==> src/fetch_defs.svh <==
`ifndef FETCH_DEFS_SVH
`define FETCH_DEFS_SVH

// word width for instructions and data
`define XLEN 32

// one line buffer entry, filled from burst memory
`define LINE_BITS 256
`define BEAT_BITS 64
`define BEATS_PER_LINE 4

// instruction queue entries
`define IQ_DEPTH 16

// first fetch address after reset
`define RESET_PC 32'haaaaa000

`endif

==> src/fetch_pkg.sv <==
`include "fetch_defs.svh"

package fetch_pkg;

    // one instruction or data word
    typedef logic [`XLEN-1:0] word_t;

    // full line as held by a line buffer
    typedef logic [`LINE_BITS-1:0] line_t;

    // one burst memory beat
    typedef logic [`BEAT_BITS-1:0] beat_t;

    // instruction queue entry, order in the top bits
    typedef struct packed {
        logic [63:0] order;
        word_t       pc;
        word_t       inst;
    } fetch_entry_t;

endpackage

==> src/line_buffer.sv <==
`include "fetch_defs.svh"

module line_buffer
import fetch_pkg::*;
(
    input  logic  clk,
    input  logic  rst,

    input  logic  load_i,
    input  word_t load_addr_i,
    input  line_t load_line_i,

    input  word_t lookup_addr_i,
    output logic  hit_o,
    output word_t word_o
);

    // byte offset bits within one line
    localparam int OFFSET_BITS = $clog2(`LINE_BITS / 8);

    logic                         valid_q;
    logic [`XLEN-1:OFFSET_BITS]   tag_q;
    line_t                        line_q;

    always_ff @(posedge clk) begin
        if (rst) begin
            valid_q <= 1'b0;
        end else if (load_i) begin
            valid_q <= 1'b1;
        end
    end

    // tag and line carry no reset, valid bit guards them
    always_ff @(posedge clk) begin
        if (load_i) begin
            tag_q  <= load_addr_i[`XLEN-1:OFFSET_BITS];
            line_q <= load_line_i;
        end
    end

    assign hit_o  = valid_q && (tag_q == lookup_addr_i[`XLEN-1:OFFSET_BITS]);
    assign word_o = line_q[lookup_addr_i[OFFSET_BITS-1:2] * `XLEN +: `XLEN];

endmodule

==> src/line_fill_engine.sv <==
`include "fetch_defs.svh"

module line_fill_engine
import fetch_pkg::*;
(
    input  logic  clk,
    input  logic  rst,

    input  logic  inst_fill_req_i,
    input  word_t inst_fill_addr_i,
    output logic  inst_fill_done_o,

    input  logic  data_fill_req_i,
    input  word_t data_fill_addr_i,
    output logic  data_fill_done_o,

    output line_t fill_line_o,

    output word_t bmem_addr_o,
    output logic  bmem_read_o,
    input  logic  bmem_ready_i,

    input  word_t bmem_raddr_i,
    input  beat_t bmem_rdata_i,
    input  logic  bmem_rvalid_i
);

    localparam int OFFSET_BITS   = $clog2(`LINE_BITS / 8);
    localparam int BEAT_IDX_BITS = $clog2(`BEATS_PER_LINE);

    typedef enum logic [1:0] {
        FILL_IDLE,
        FILL_ISSUE,
        FILL_COLLECT
    } fill_state_e;

    fill_state_e              state_q;
    logic [BEAT_IDX_BITS-1:0] beat_cnt_q;
    logic                     done_q;
    logic                     grant_data_q;
    word_t                    addr_q;
    line_t                    line_q;

    logic grant_data;
    logic grant_inst;
    logic beat_accept;
    logic last_beat;

    // no new grant while the done pulse is out, requests still held then
    assign grant_data = (state_q == FILL_IDLE) && !done_q && data_fill_req_i;
    assign grant_inst = (state_q == FILL_IDLE) && !done_q && !data_fill_req_i
                        && inst_fill_req_i;

    // beats for some other burst are ignored
    assign beat_accept = (state_q == FILL_COLLECT) && bmem_rvalid_i
                         && (bmem_raddr_i == addr_q);
    assign last_beat   = (beat_cnt_q == BEAT_IDX_BITS'(`BEATS_PER_LINE - 1));

    always_ff @(posedge clk) begin
        if (rst) begin
            state_q      <= FILL_IDLE;
            beat_cnt_q   <= '0;
            done_q       <= 1'b0;
            grant_data_q <= 1'b0;
        end else begin
            done_q <= 1'b0;
            case (state_q)
                FILL_IDLE: begin
                    if (grant_data || grant_inst) begin
                        grant_data_q <= grant_data;
                        state_q      <= FILL_ISSUE;
                    end
                end
                FILL_ISSUE: begin
                    // read pulse goes out in this cycle
                    if (bmem_ready_i) begin
                        beat_cnt_q <= '0;
                        state_q    <= FILL_COLLECT;
                    end
                end
                FILL_COLLECT: begin
                    if (beat_accept) begin
                        beat_cnt_q <= beat_cnt_q + 1'b1;
                        if (last_beat) begin
                            done_q  <= 1'b1;
                            state_q <= FILL_IDLE;
                        end
                    end
                end
                default: begin
                    state_q <= FILL_IDLE;
                end
            endcase
        end
    end

    always_ff @(posedge clk) begin
        if (grant_data) begin
            addr_q <= {data_fill_addr_i[`XLEN-1:OFFSET_BITS], OFFSET_BITS'(0)};
        end else if (grant_inst) begin
            addr_q <= {inst_fill_addr_i[`XLEN-1:OFFSET_BITS], OFFSET_BITS'(0)};
        end
        // lowest beat lands in the lowest bits
        if (beat_accept) begin
            line_q[beat_cnt_q * `BEAT_BITS +: `BEAT_BITS] <= bmem_rdata_i;
        end
    end

    assign bmem_addr_o      = addr_q;
    assign bmem_read_o      = (state_q == FILL_ISSUE) && bmem_ready_i;
    assign fill_line_o      = line_q;
    assign data_fill_done_o = done_q && grant_data_q;
    assign inst_fill_done_o = done_q && !grant_data_q;

endmodule

==> src/inst_queue.sv <==
`include "fetch_defs.svh"

module inst_queue
import fetch_pkg::*;
(
    input  logic         clk,
    input  logic         rst,
    input  logic         flush_i,

    input  logic         enq_i,
    input  fetch_entry_t enq_data_i,
    output logic         full_o,

    output logic         deq_valid_o,
    input  logic         deq_ready_i,
    output fetch_entry_t deq_data_o
);

    localparam int PTR_BITS = $clog2(`IQ_DEPTH);

    fetch_entry_t        entries_q [`IQ_DEPTH];
    logic [PTR_BITS-1:0] rd_ptr_q;
    logic [PTR_BITS-1:0] wr_ptr_q;
    logic [PTR_BITS:0]   count_q;

    logic do_enq;
    logic do_deq;

    assign full_o      = (count_q == (PTR_BITS + 1)'(`IQ_DEPTH));
    assign deq_valid_o = (count_q != '0);
    assign deq_data_o  = entries_q[rd_ptr_q];

    assign do_enq = enq_i && !full_o;
    assign do_deq = deq_valid_o && deq_ready_i;

    always_ff @(posedge clk) begin
        if (rst || flush_i) begin
            rd_ptr_q <= '0;
            wr_ptr_q <= '0;
            count_q  <= '0;
        end else begin
            // pointers wrap on their own, depth is a power of two
            if (do_enq) begin
                wr_ptr_q <= wr_ptr_q + 1'b1;
            end
            if (do_deq) begin
                rd_ptr_q <= rd_ptr_q + 1'b1;
            end
            case ({do_enq, do_deq})
                2'b10:   count_q <= count_q + 1'b1;
                2'b01:   count_q <= count_q - 1'b1;
                default: count_q <= count_q;
            endcase
        end
    end

    always_ff @(posedge clk) begin
        if (do_enq) begin
            entries_q[wr_ptr_q] <= enq_data_i;
        end
    end

endmodule

==> src/fetch_unit.sv <==
`include "fetch_defs.svh"

module fetch_unit
import fetch_pkg::*;
(
    input  logic         clk,
    input  logic         rst,

    input  logic         redirect_i,
    input  word_t        redirect_pc_i,

    input  logic         queue_full_i,
    output logic         enq_o,
    output fetch_entry_t enq_data_o,

    output logic         inst_fill_req_o,
    output word_t        inst_fill_addr_o,
    input  logic         inst_fill_done_i,
    input  line_t        fill_line_i
);

    word_t       pc_q;
    logic [63:0] order_q;
    logic        fill_pending_q;
    word_t       fill_addr_q;

    logic  lb_hit;
    word_t lb_word;
    logic  start_fill;

    // loads under the address that was requested, even after a redirect
    line_buffer inst_line_buffer (
        .clk           (clk),
        .rst           (rst),
        .load_i        (inst_fill_done_i),
        .load_addr_i   (fill_addr_q),
        .load_line_i   (fill_line_i),
        .lookup_addr_i (pc_q),
        .hit_o         (lb_hit),
        .word_o        (lb_word)
    );

    // redirect wins over any enqueue in the same cycle
    assign enq_o = lb_hit && !queue_full_i && !redirect_i;

    assign enq_data_o.order = order_q;
    assign enq_data_o.pc    = pc_q;
    assign enq_data_o.inst  = lb_word;

    assign start_fill = !lb_hit && !fill_pending_q && !redirect_i;

    always_ff @(posedge clk) begin
        if (rst) begin
            pc_q           <= `RESET_PC;
            order_q        <= '0;
            fill_pending_q <= 1'b0;
        end else begin
            if (redirect_i) begin
                pc_q <= redirect_pc_i;
            end else if (enq_o) begin
                pc_q <= pc_q + 32'd4;
            end

            // order keeps counting across redirects
            if (enq_o) begin
                order_q <= order_q + 64'd1;
            end

            if (inst_fill_done_i) begin
                fill_pending_q <= 1'b0;
            end else if (start_fill) begin
                fill_pending_q <= 1'b1;
            end
        end
    end

    always_ff @(posedge clk) begin
        if (start_fill) begin
            fill_addr_q <= pc_q;
        end
    end

    assign inst_fill_req_o  = fill_pending_q;
    assign inst_fill_addr_o = fill_addr_q;

endmodule

==> src/data_read_unit.sv <==
module data_read_unit
import fetch_pkg::*;
(
    input  logic  clk,
    input  logic  rst,

    input  logic  dread_valid_i,
    output logic  dread_ready_o,
    input  word_t dread_addr_i,

    output logic  dresp_valid_o,
    output word_t dresp_data_o,

    output logic  data_fill_req_o,
    output word_t data_fill_addr_o,
    input  logic  data_fill_done_i,
    input  line_t fill_line_i
);

    logic  busy_q;
    logic  fill_pending_q;
    word_t addr_q;

    logic  accept;
    logic  lb_hit;
    word_t lb_word;

    line_buffer data_line_buffer (
        .clk           (clk),
        .rst           (rst),
        .load_i        (data_fill_done_i),
        .load_addr_i   (addr_q),
        .load_line_i   (fill_line_i),
        .lookup_addr_i (addr_q),
        .hit_o         (lb_hit),
        .word_o        (lb_word)
    );

    assign dread_ready_o = !busy_q;
    assign accept        = dread_valid_i && dread_ready_o;

    // line only changes at the done edge, so a hit never overlaps a fill
    assign dresp_valid_o = busy_q && lb_hit;
    assign dresp_data_o  = lb_word;

    always_ff @(posedge clk) begin
        if (rst) begin
            busy_q         <= 1'b0;
            fill_pending_q <= 1'b0;
        end else begin
            if (accept) begin
                busy_q <= 1'b1;
            end else if (dresp_valid_o) begin
                busy_q <= 1'b0;
            end

            if (data_fill_done_i) begin
                fill_pending_q <= 1'b0;
            end else if (busy_q && !lb_hit) begin
                fill_pending_q <= 1'b1;
            end
        end
    end

    always_ff @(posedge clk) begin
        if (accept) begin
            addr_q <= dread_addr_i;
        end
    end

    // latched address stays put until the response
    assign data_fill_req_o  = fill_pending_q;
    assign data_fill_addr_o = addr_q;

endmodule

==> src/fetch_top.sv <==
module fetch_top
import fetch_pkg::*;
(
    input  logic        clk,
    input  logic        rst,

    input  logic        redirect_i,
    input  word_t       redirect_pc_i,

    output logic        fetch_valid_o,
    input  logic        fetch_ready_i,
    output logic [63:0] fetch_order_o,
    output word_t       fetch_pc_o,
    output word_t       fetch_inst_o,

    input  logic        dread_valid_i,
    output logic        dread_ready_o,
    input  word_t       dread_addr_i,
    output logic        dresp_valid_o,
    output word_t       dresp_data_o,

    output word_t       bmem_addr_o,
    output logic        bmem_read_o,
    input  logic        bmem_ready_i,
    input  word_t       bmem_raddr_i,
    input  beat_t       bmem_rdata_i,
    input  logic        bmem_rvalid_i
);

    logic         iq_full;
    logic         iq_enq;
    fetch_entry_t iq_enq_data;
    fetch_entry_t iq_head;

    logic  inst_fill_req;
    word_t inst_fill_addr;
    logic  inst_fill_done;
    logic  data_fill_req;
    word_t data_fill_addr;
    logic  data_fill_done;
    line_t fill_line;

    fetch_unit u_fetch (
        .clk              (clk),
        .rst              (rst),
        .redirect_i       (redirect_i),
        .redirect_pc_i    (redirect_pc_i),
        .queue_full_i     (iq_full),
        .enq_o            (iq_enq),
        .enq_data_o       (iq_enq_data),
        .inst_fill_req_o  (inst_fill_req),
        .inst_fill_addr_o (inst_fill_addr),
        .inst_fill_done_i (inst_fill_done),
        .fill_line_i      (fill_line)
    );

    // redirect doubles as the queue flush
    inst_queue u_queue (
        .clk         (clk),
        .rst         (rst),
        .flush_i     (redirect_i),
        .enq_i       (iq_enq),
        .enq_data_i  (iq_enq_data),
        .full_o      (iq_full),
        .deq_valid_o (fetch_valid_o),
        .deq_ready_i (fetch_ready_i),
        .deq_data_o  (iq_head)
    );

    assign fetch_order_o = iq_head.order;
    assign fetch_pc_o    = iq_head.pc;
    assign fetch_inst_o  = iq_head.inst;

    data_read_unit u_dread (
        .clk              (clk),
        .rst              (rst),
        .dread_valid_i    (dread_valid_i),
        .dread_ready_o    (dread_ready_o),
        .dread_addr_i     (dread_addr_i),
        .dresp_valid_o    (dresp_valid_o),
        .dresp_data_o     (dresp_data_o),
        .data_fill_req_o  (data_fill_req),
        .data_fill_addr_o (data_fill_addr),
        .data_fill_done_i (data_fill_done),
        .fill_line_i      (fill_line)
    );

    line_fill_engine u_fill (
        .clk              (clk),
        .rst              (rst),
        .inst_fill_req_i  (inst_fill_req),
        .inst_fill_addr_i (inst_fill_addr),
        .inst_fill_done_o (inst_fill_done),
        .data_fill_req_i  (data_fill_req),
        .data_fill_addr_i (data_fill_addr),
        .data_fill_done_o (data_fill_done),
        .fill_line_o      (fill_line),
        .bmem_addr_o      (bmem_addr_o),
        .bmem_read_o      (bmem_read_o),
        .bmem_ready_i     (bmem_ready_i),
        .bmem_raddr_i     (bmem_raddr_i),
        .bmem_rdata_i     (bmem_rdata_i),
        .bmem_rvalid_i    (bmem_rvalid_i)
    );

endmodule

==> config.mk <==
export PLATFORM = sky130hd
export DESIGN_NAME = fetch_top
export DESIGN_NICKNAME = d
export VERILOG_FILES = /design/src/fetch_pkg.sv /design/src/line_buffer.sv /design/src/line_fill_engine.sv /design/src/inst_queue.sv /design/src/fetch_unit.sv /design/src/data_read_unit.sv /design/src/fetch_top.sv
export VERILOG_INCLUDE_DIRS = /design/src
export SDC_FILE = /design/constraint.sdc
export NUM_CORES = 2
export LEC_CHECK = 0
export BUFFER_PORTS_ARGS = -buffer_cell sky130_fd_sc_hd__clkbuf_2
export CORE_UTILIZATION = 40
export CTS_CLUSTER_DIAMETER = 150
export DETAILED_ROUTE_END_ITERATION = 16
export GPL_TIMING_DRIVEN = 0
export PLACE_DENSITY = 0.56
export SLEW_MARGIN = 10
export SYNTH_ARGS = -nofsm -noshare
export SYNTH_HDL_FRONTEND = slang
export SYNTH_SLANG_ARGS = --single-unit
==> constraint.sdc <==
create_clock -name clk -period 13.7 [get_ports clk]
set_clock_uncertainty 0.15 [all_clocks]
set_input_delay 0.685 -clock clk [delete_from_list [all_inputs] [get_ports clk]]
set_output_delay 0.685 -clock clk [all_outputs]
set_load 0.02 [all_outputs]
# Yosys cells after proc, flatten, opt, wreduce, memory -nomap -nowiden
# Memories as Yosys holds them, arrays and structs flattened. A register that Yosys moved wholly into a read port is not among the register bits.
# Index checks and enable logic that the tools add are counted.
[totals] out_inout_bits=196 elab_cells=115 mem_count=1 register_bits=1033 mem_bits_rw=2048 inputBits=167
[mem_list] memory="u_queue.entries_q" depth=16 width=128 read_ports=1 rd_clocked_by_memory_dff=1 wr=1 line_no="inst_queue.sv:21" source="fetch_entry_t entries_q [`IQ_DEPTH];"
[op_classes] shifts=4 n_reduce_logical=44 n_bitwise=2 muxes=21 n_eq_ne=13 n_addsub=8
[ops] op="$shiftx 256x9->32" n=2
[ops] op="$bwmux 256" n=1
[ops] op="$shift 64x34->256 const A" n=1
[ops] op="$shiftx 64x34->256" n=1
[ops] op="$mux 32" n=4
[ops] op="$add 64x1->64 const B" n=1
[ops] op="$eq 27x27->1" n=2
[ops] op="$neg 8->34" n=1
[ops] op="$add 32x3->32 const B" n=1
[ops] op="$eq 32x32->1" n=1
[ops] op="$logic_and 1x1->1" n=20
[ops] op="$mux 2" n=6
[ops] op="$pmux 5 s2" n=1
[ops] op="$reduce_bool 2->1" n=5
[ops] op="$logic_not 1->1" n=9
[ops] op="$add 4x1->4 const B" n=2
[ops] op="$mux 4" n=2
[ops] op="$eq 2x2->1 const B" n=3
[ops] op="$pmux 2 s3" n=1
[ops] op="$add 5x1->5 const B" n=1
[ops] op="$eq 5x5->1 const B" n=1
[ops] op="$mux 1" n=5
[ops] op="$reduce_bool 5->1" n=1
[ops] op="$sub 5x1->5 const B" n=1
[ops] op="13 further kinds" n=19

# Longest topological paths before layout
[logic_depth] depth_word=7 ltp_mapped=19 ltp_nobuf=14

# Cells and area by module
# A second synthesis with hierarchy kept.
[hier_totals] hier_cells=5368 area_unflattened_um2=118273.4
[by_module_without_submodules] module="inst_queue" area_per_inst_um2=78148.7 n_inst=1 cells_each=3135
[by_module_without_submodules] module="line_buffer" area_per_inst_um2=10899.2 n_inst=2 cells_each=436
[by_module_without_submodules] module="line_fill_engine" area_per_inst_um2=11378.4 n_inst=1 cells_each=695
[by_module_without_submodules] module="fetch_unit" area_per_inst_um2=5894.4 n_inst=1 cells_each=624
[by_module_without_submodules] module="data_read_unit" area_per_inst_um2=1053.5 n_inst=1 cells_each=42

# Worst setup path before layout
# Ideal clock, no wire load.
[synth_timing] kind="reg-to-reg" from="register u_fill.done_q" to="register u_fetch.inst_line_buffer.line_q[0] (enable)" path_buffers=0 synth_period_minus_slack_ps=13936 arrival_time_ps=12817 path_slack_ps=-236 setup_ps=969 stages_incl_launch_ff=2 cell_sequence="dfxtp_1 -> nor2b_1"
[synth_via] elab_chain_len=1
[synth_rtl] element="from (decl)" line_no="line_fill_engine.sv:39" source="logic done_q;"
[synth_rtl] element="from (signal assigned)" line_no="line_fill_engine.sv:63" source="done_q <= 1'b0;"
[synth_rtl] element="from (signal assigned)" line_no="line_fill_engine.sv:66" source="done_q <= 1'b0;"
[synth_rtl] element="from (signal assigned)" line_no="line_fill_engine.sv:85" source="done_q <= 1'b1;"
[synth_rtl] element="$logic_and 1x1->1" line_no="line_fill_engine.sv:113" source="assign inst_fill_done_o = done_q && !grant_data_q;"
[synth_rtl] element="net inst_fill_done" line_no="fetch_top.sv:37" source="logic inst_fill_done;"
[synth_rtl] element="to (signal assigned)" line_no="line_buffer.sv:37" source="line_q <= load_line_i;"
[synth_rtl] element="to (decl)" line_no="line_buffer.sv:23" source="line_t line_q;"
# The timed path passes the listed nets, and every way through them passes these cells.
# A chain may end at the register's enable or synchronous reset.

# Worst setup path in the final report
[layout_timing] from="register u_fetch.pc_q[31]" to="memory u_queue.entries_q[0][119] (netlist bit) (enable)"
[layout_via] elab_chain_len=7
[layout_rtl] element="from (decl)" line_no="fetch_unit.sv:22" source="word_t pc_q;"
[layout_rtl] element="from (signal assigned)" line_no="fetch_unit.sv:54" source="pc_q <= `RESET_PC;"
[layout_rtl] element="from (signal assigned)" line_no="fetch_unit.sv:59" source="pc_q <= redirect_pc_i;"
[layout_rtl] element="from (signal assigned)" line_no="fetch_unit.sv:61" source="pc_q <= pc_q + 32'd4;"
[layout_rtl] element="$eq 27x27->1" line_no="line_buffer.sv:41" source="assign hit_o = valid_q && (tag_q == lookup_addr_i[`XLEN-1:OFFSET_BITS]);"
[layout_rtl] element="$logic_and 1x1->1" line_no="line_buffer.sv:41"
[layout_rtl] element="$logic_and 1x1->1 (2 in series)" line_no="fetch_unit.sv:44" source="assign enq_o = lb_hit && !queue_full_i && !redirect_i;"
[layout_rtl] element="$logic_and 1x1->1" line_no="inst_queue.sv:33" source="assign do_enq = enq_i && !full_o;"
[layout_rtl] element="$mux 1" line_no="inst_queue.sv:58" source="if (do_enq) begin"
[layout_rtl] element="$mux 1 (not written as such)" line_no="inst_queue.sv:59" source="entries_q[wr_ptr_q] <= enq_data_i;"
[layout_rtl] element="to (decl)" line_no="inst_queue.sv:21"
# No other way between the ends.

==> results.cfg <==
[status]
run_status = finished clean

[floorplanning]
die_width_um = 543.1
core_um2 = 291100
dieHeight_um = 543.1
initial_utilization = 0.4023
die_area_um2 = 294900
io-pin-count = 363
row_count = 198

[clock_network]
clock_latency_ns = 0.88
cts_num_sinks = 3078
cts_made_buffers = 326
cts_buffer_depth = 4
clk_pin_slew_ns = 0.06
cts-root-buf = clkbuf_16
post_cts_resized = 0
cts_tree = done
htree_levels = 5

[critical_path]
arrival_ns = 6.80
path_max_fanout = 20
critPathMostFrequentCell = buf_4
cpLargestDelayFamily = simple AND/OR/NAND/NOR gates
path_cells = xor2_1, nor4_1, nand2_1, nor4_4, nand2_1, nor3_2, buf_6, buf_4, buf_4, buf_4, buf_4, buf_6
critPathKind = reg -> reg
crit_buf_inv = 6
cp-start-kind = register
crit_required_ns = 14.10
cp_slowest_cell = dfxtp_1
crit_path_max_incr_delay_ns = 1.02
cp-end-kind = register

[routing]
drc_errors = 0
drt-initial-drc-count = 6107
wire_per_inst_um = 30.39
via_count = 58480
dr.pass1.iters = 6
antenna_left = 0
vias_per_cell = 5.589
wirelength_mm = 318.0

[synth]
avgSynthCellArea_um2 = 22.20
synth.ff_latch_count = 3078
syn_area_um2 = 117100
synth-edff-count = 2954
synth-simple-area-share = 0.03393
synth_xor_area_frac = 0.008142
synthArstFlopShare = 0
yosysWarnings = 0
synth_cell_types = 61
ys.flop_type = edfxtp_1
synth_top_family_by_area = multiplexers
synth_compound_area_frac = 0.01216
yosysSeqAreaShare = 0.7787
synthAdderAreaFrac = 0.001710
syn_inst = 5276
synth_mux_area_frac = 0.1554

[placement]
hpwl_mm = 211.4
gp_congestion = 0.8277
io_buffers = 354

[power_and_ir_drop]
p_sw_mw = 3.909
ir_worst_vdd_mv = 0.1157
p_per_area_nw_per_um2 = 138.4
pwr-share-clk = 0.442
p_leak_nw = 44.56
pwr-share-comb = 0.020
intPower_mw = 15.36
finalPower_mw = 19.27
swShare = 0.2029
pwr-share-seq = 0.537

[timing]
hold_ws_ns = 0.04049
hold_violations = 0
max-slew-margin-rel = 0.08488
min_period_ns = 6.398
rsz0062_at_grt = false
finalSetupViolCount = 0
max_slew.worst_pin.slew_ns = 1.373
slew_violations = 0
tns_ns = 0
min_period_over_period = 0.4670
max_freq_ghz = 0.1563

[layout]
multi_input_area_um2 = 24980
final_nets = 6477
drive_above_1_share = 0.2983
layout_common_cells = 2,954 x edfxtp_1, 752 x mux4_2, 386 x clkbuf_2
mostFrequentLayoutCell = edfxtp_1
fillCellCount = 23800
ff_latch_area_um2 = 91190
syn_to_final_growth_pct = 18.85

[worst_hold_path]
hold_class = in -> reg

[global_routing]
grt_antenna_before_repair = 45
grt.overflow.total = 0
grt_pass1_wl_mm = 446.2
grt_pass1_vias = 59700
grtUsageTotal = 0.2149
grt_max_degree = 65

[flow_run]
maxCapViolCount = 0
-- synth_stat cells, types with 24 or more instances --
library cell	n	area share
edfxtp_1	2954	0.76
mux4_2	752	0.14
and2_1	267	0.014
clkbuf_1	189	0.0061
dfxtp_1	124	0.021
a21oi_1	95	0.0041
mux2_2	91	0.0088
buf_1	74	0.0024
nor2_1	67	0.0021
nand2_1	59	0.0019
xnor2_1	59	0.0044
xor2_1	48	0.0036
nand3_1	41	0.0018
o21ai_0	38	0.0016
nand4_1	36	0.0019
or3_1	34	0.0018
nor4_1	33	0.0018
or4_1	33	0.0021
nor3_1	29	0.0012
o31ai_1	27	0.0017
a211oi_1	25	0.0016
inv_1	24	0.00077
mux2i_1	24	0.0021
-- area by class of cell --
class / instances / share of cell area
timing repair buffer: 686 / 0.04790
multi-input combinational: 1903 / 0.1795
buffer: 273 / 0.007947
clock inverter: 160 / 0.009709
sequential: 3078 / 0.6552
clock buffer: 421 / 0.06376
antenna: 16 / 0.0002877
inverter: 26 / 0.0007012
tap: 3900 / 0.03506
-- repair_timing --
action,in CTS,in global routing
endpoints found under the hold margin,287,0
setup buffers,0,0
hold buffers,109,0
-- power by group through the flow --
stage                     clock (mW)  sequential [mW]  combinational (mW)
after detailed placement           0             10.5               0.368
after floorplan                    0             10.5               0.189
final                           8.52             10.4               0.393
after global placement             0             10.5               0.362
after CTS                       8.68             10.3               0.398
after global routing            9.02             10.4               0.417
-- registers in the layout (all words and copies together) (netlist names), 2 cells and up, named ones only --
| register | cells |
|---|---|
| u_queue.wr_ptr_q | 4 |
| u_fill.fill_line_o | 256 |
| u_fetch.inst_line_buffer.line_q | 256 |
| u_queue.count_q | 5 |
| u_dread.data_line_buffer.line_q | 256 |
| u_fetch.pc_q | 32 |
| u_queue.rd_ptr_q | 4 |
| u_fill.beat_cnt_q | 2 |
| u_dread.data_line_buffer.tag_q | 27 |
| u_fetch.inst_fill_addr_o | 27 |
| u_fill.bmem_addr_o | 27 |
| u_fetch.inst_line_buffer.tag_q | 27 |
| u_fetch.order_q | 64 |
| u_queue.entries_q | 2048 |
| u_dread.data_fill_addr_o | 30 |
| u_fill.state_q | 2 |
-- metal layers --
metal | vias to the layer above | GRT usage | wire length (µm)
li1 | 24170 | - | -
met1 | 31640 | 0.2928 | 131000
met2 | 2161 | 0.3597 | 157600
met3 | 476 | 0.02992 | 19660
met4 | 28 | 0.06320 | 9565
met5 | - | 0 | 177
-- worst register-to-register path: stages (launching register included) --
cell and delay, ns:
dfxtp_1 1.02, xor2_1 0.15, nor4_1 0.92, nand2_1 0.55
nor4_4 0.75, nand2_1 0.41, nor3_2 0.76, buf_6 0.26
buf_4 0.24, buf_4 0.24, buf_4 0.23, buf_4 0.24
buf_6 0.17
-- path summary, 6_finish.rpt --
check	slack, ns	depth (start not counted)	from	end
worst max-delay path	7.30	12	u_fetch.pc_q[31]	u_queue.entries_q[0][119]
worst min-delay path	0.04	3	redirect_pc_i[14]	u_fetch.pc_q[14]
worst max register to register	7.30	12	u_fetch.pc_q[31]	u_queue.entries_q[0][119]
worst min register to register	0.27	0	u_fill.fill_line_o[37]	u_fetch.inst_line_buffer.line_q[37]
-- stage by stage --
stage                     instance area (µm²)  std cells    util  worst slack [ns]
final                                  139200      10460  0.4781             7.302
after global routing                   139200      10450  0.4780             6.940
after CTS                              139100      10450  0.4779             7.406
after detailed placement               127800       9756  0.4390             7.471
after global placement                 123800       9534  0.4252            -12.74
after floorplan                        117100       5280       -             1.970
-- kinds of logic (layout without fill, tap and decap cells) --
logic type	count (synthesis)	count (layout)
multiplexers	867	867
flip-flops	3078	3078
buffers and inverters	299	1566
XOR/XNOR	108	108
AO/OA/AOI/OAI	229	229
adder cells (fa/ha/maj)	16	16
other	1	21
AND/OR/NAND/NOR	678	678
Note: power is estimated with default switching activity, not from simulation.
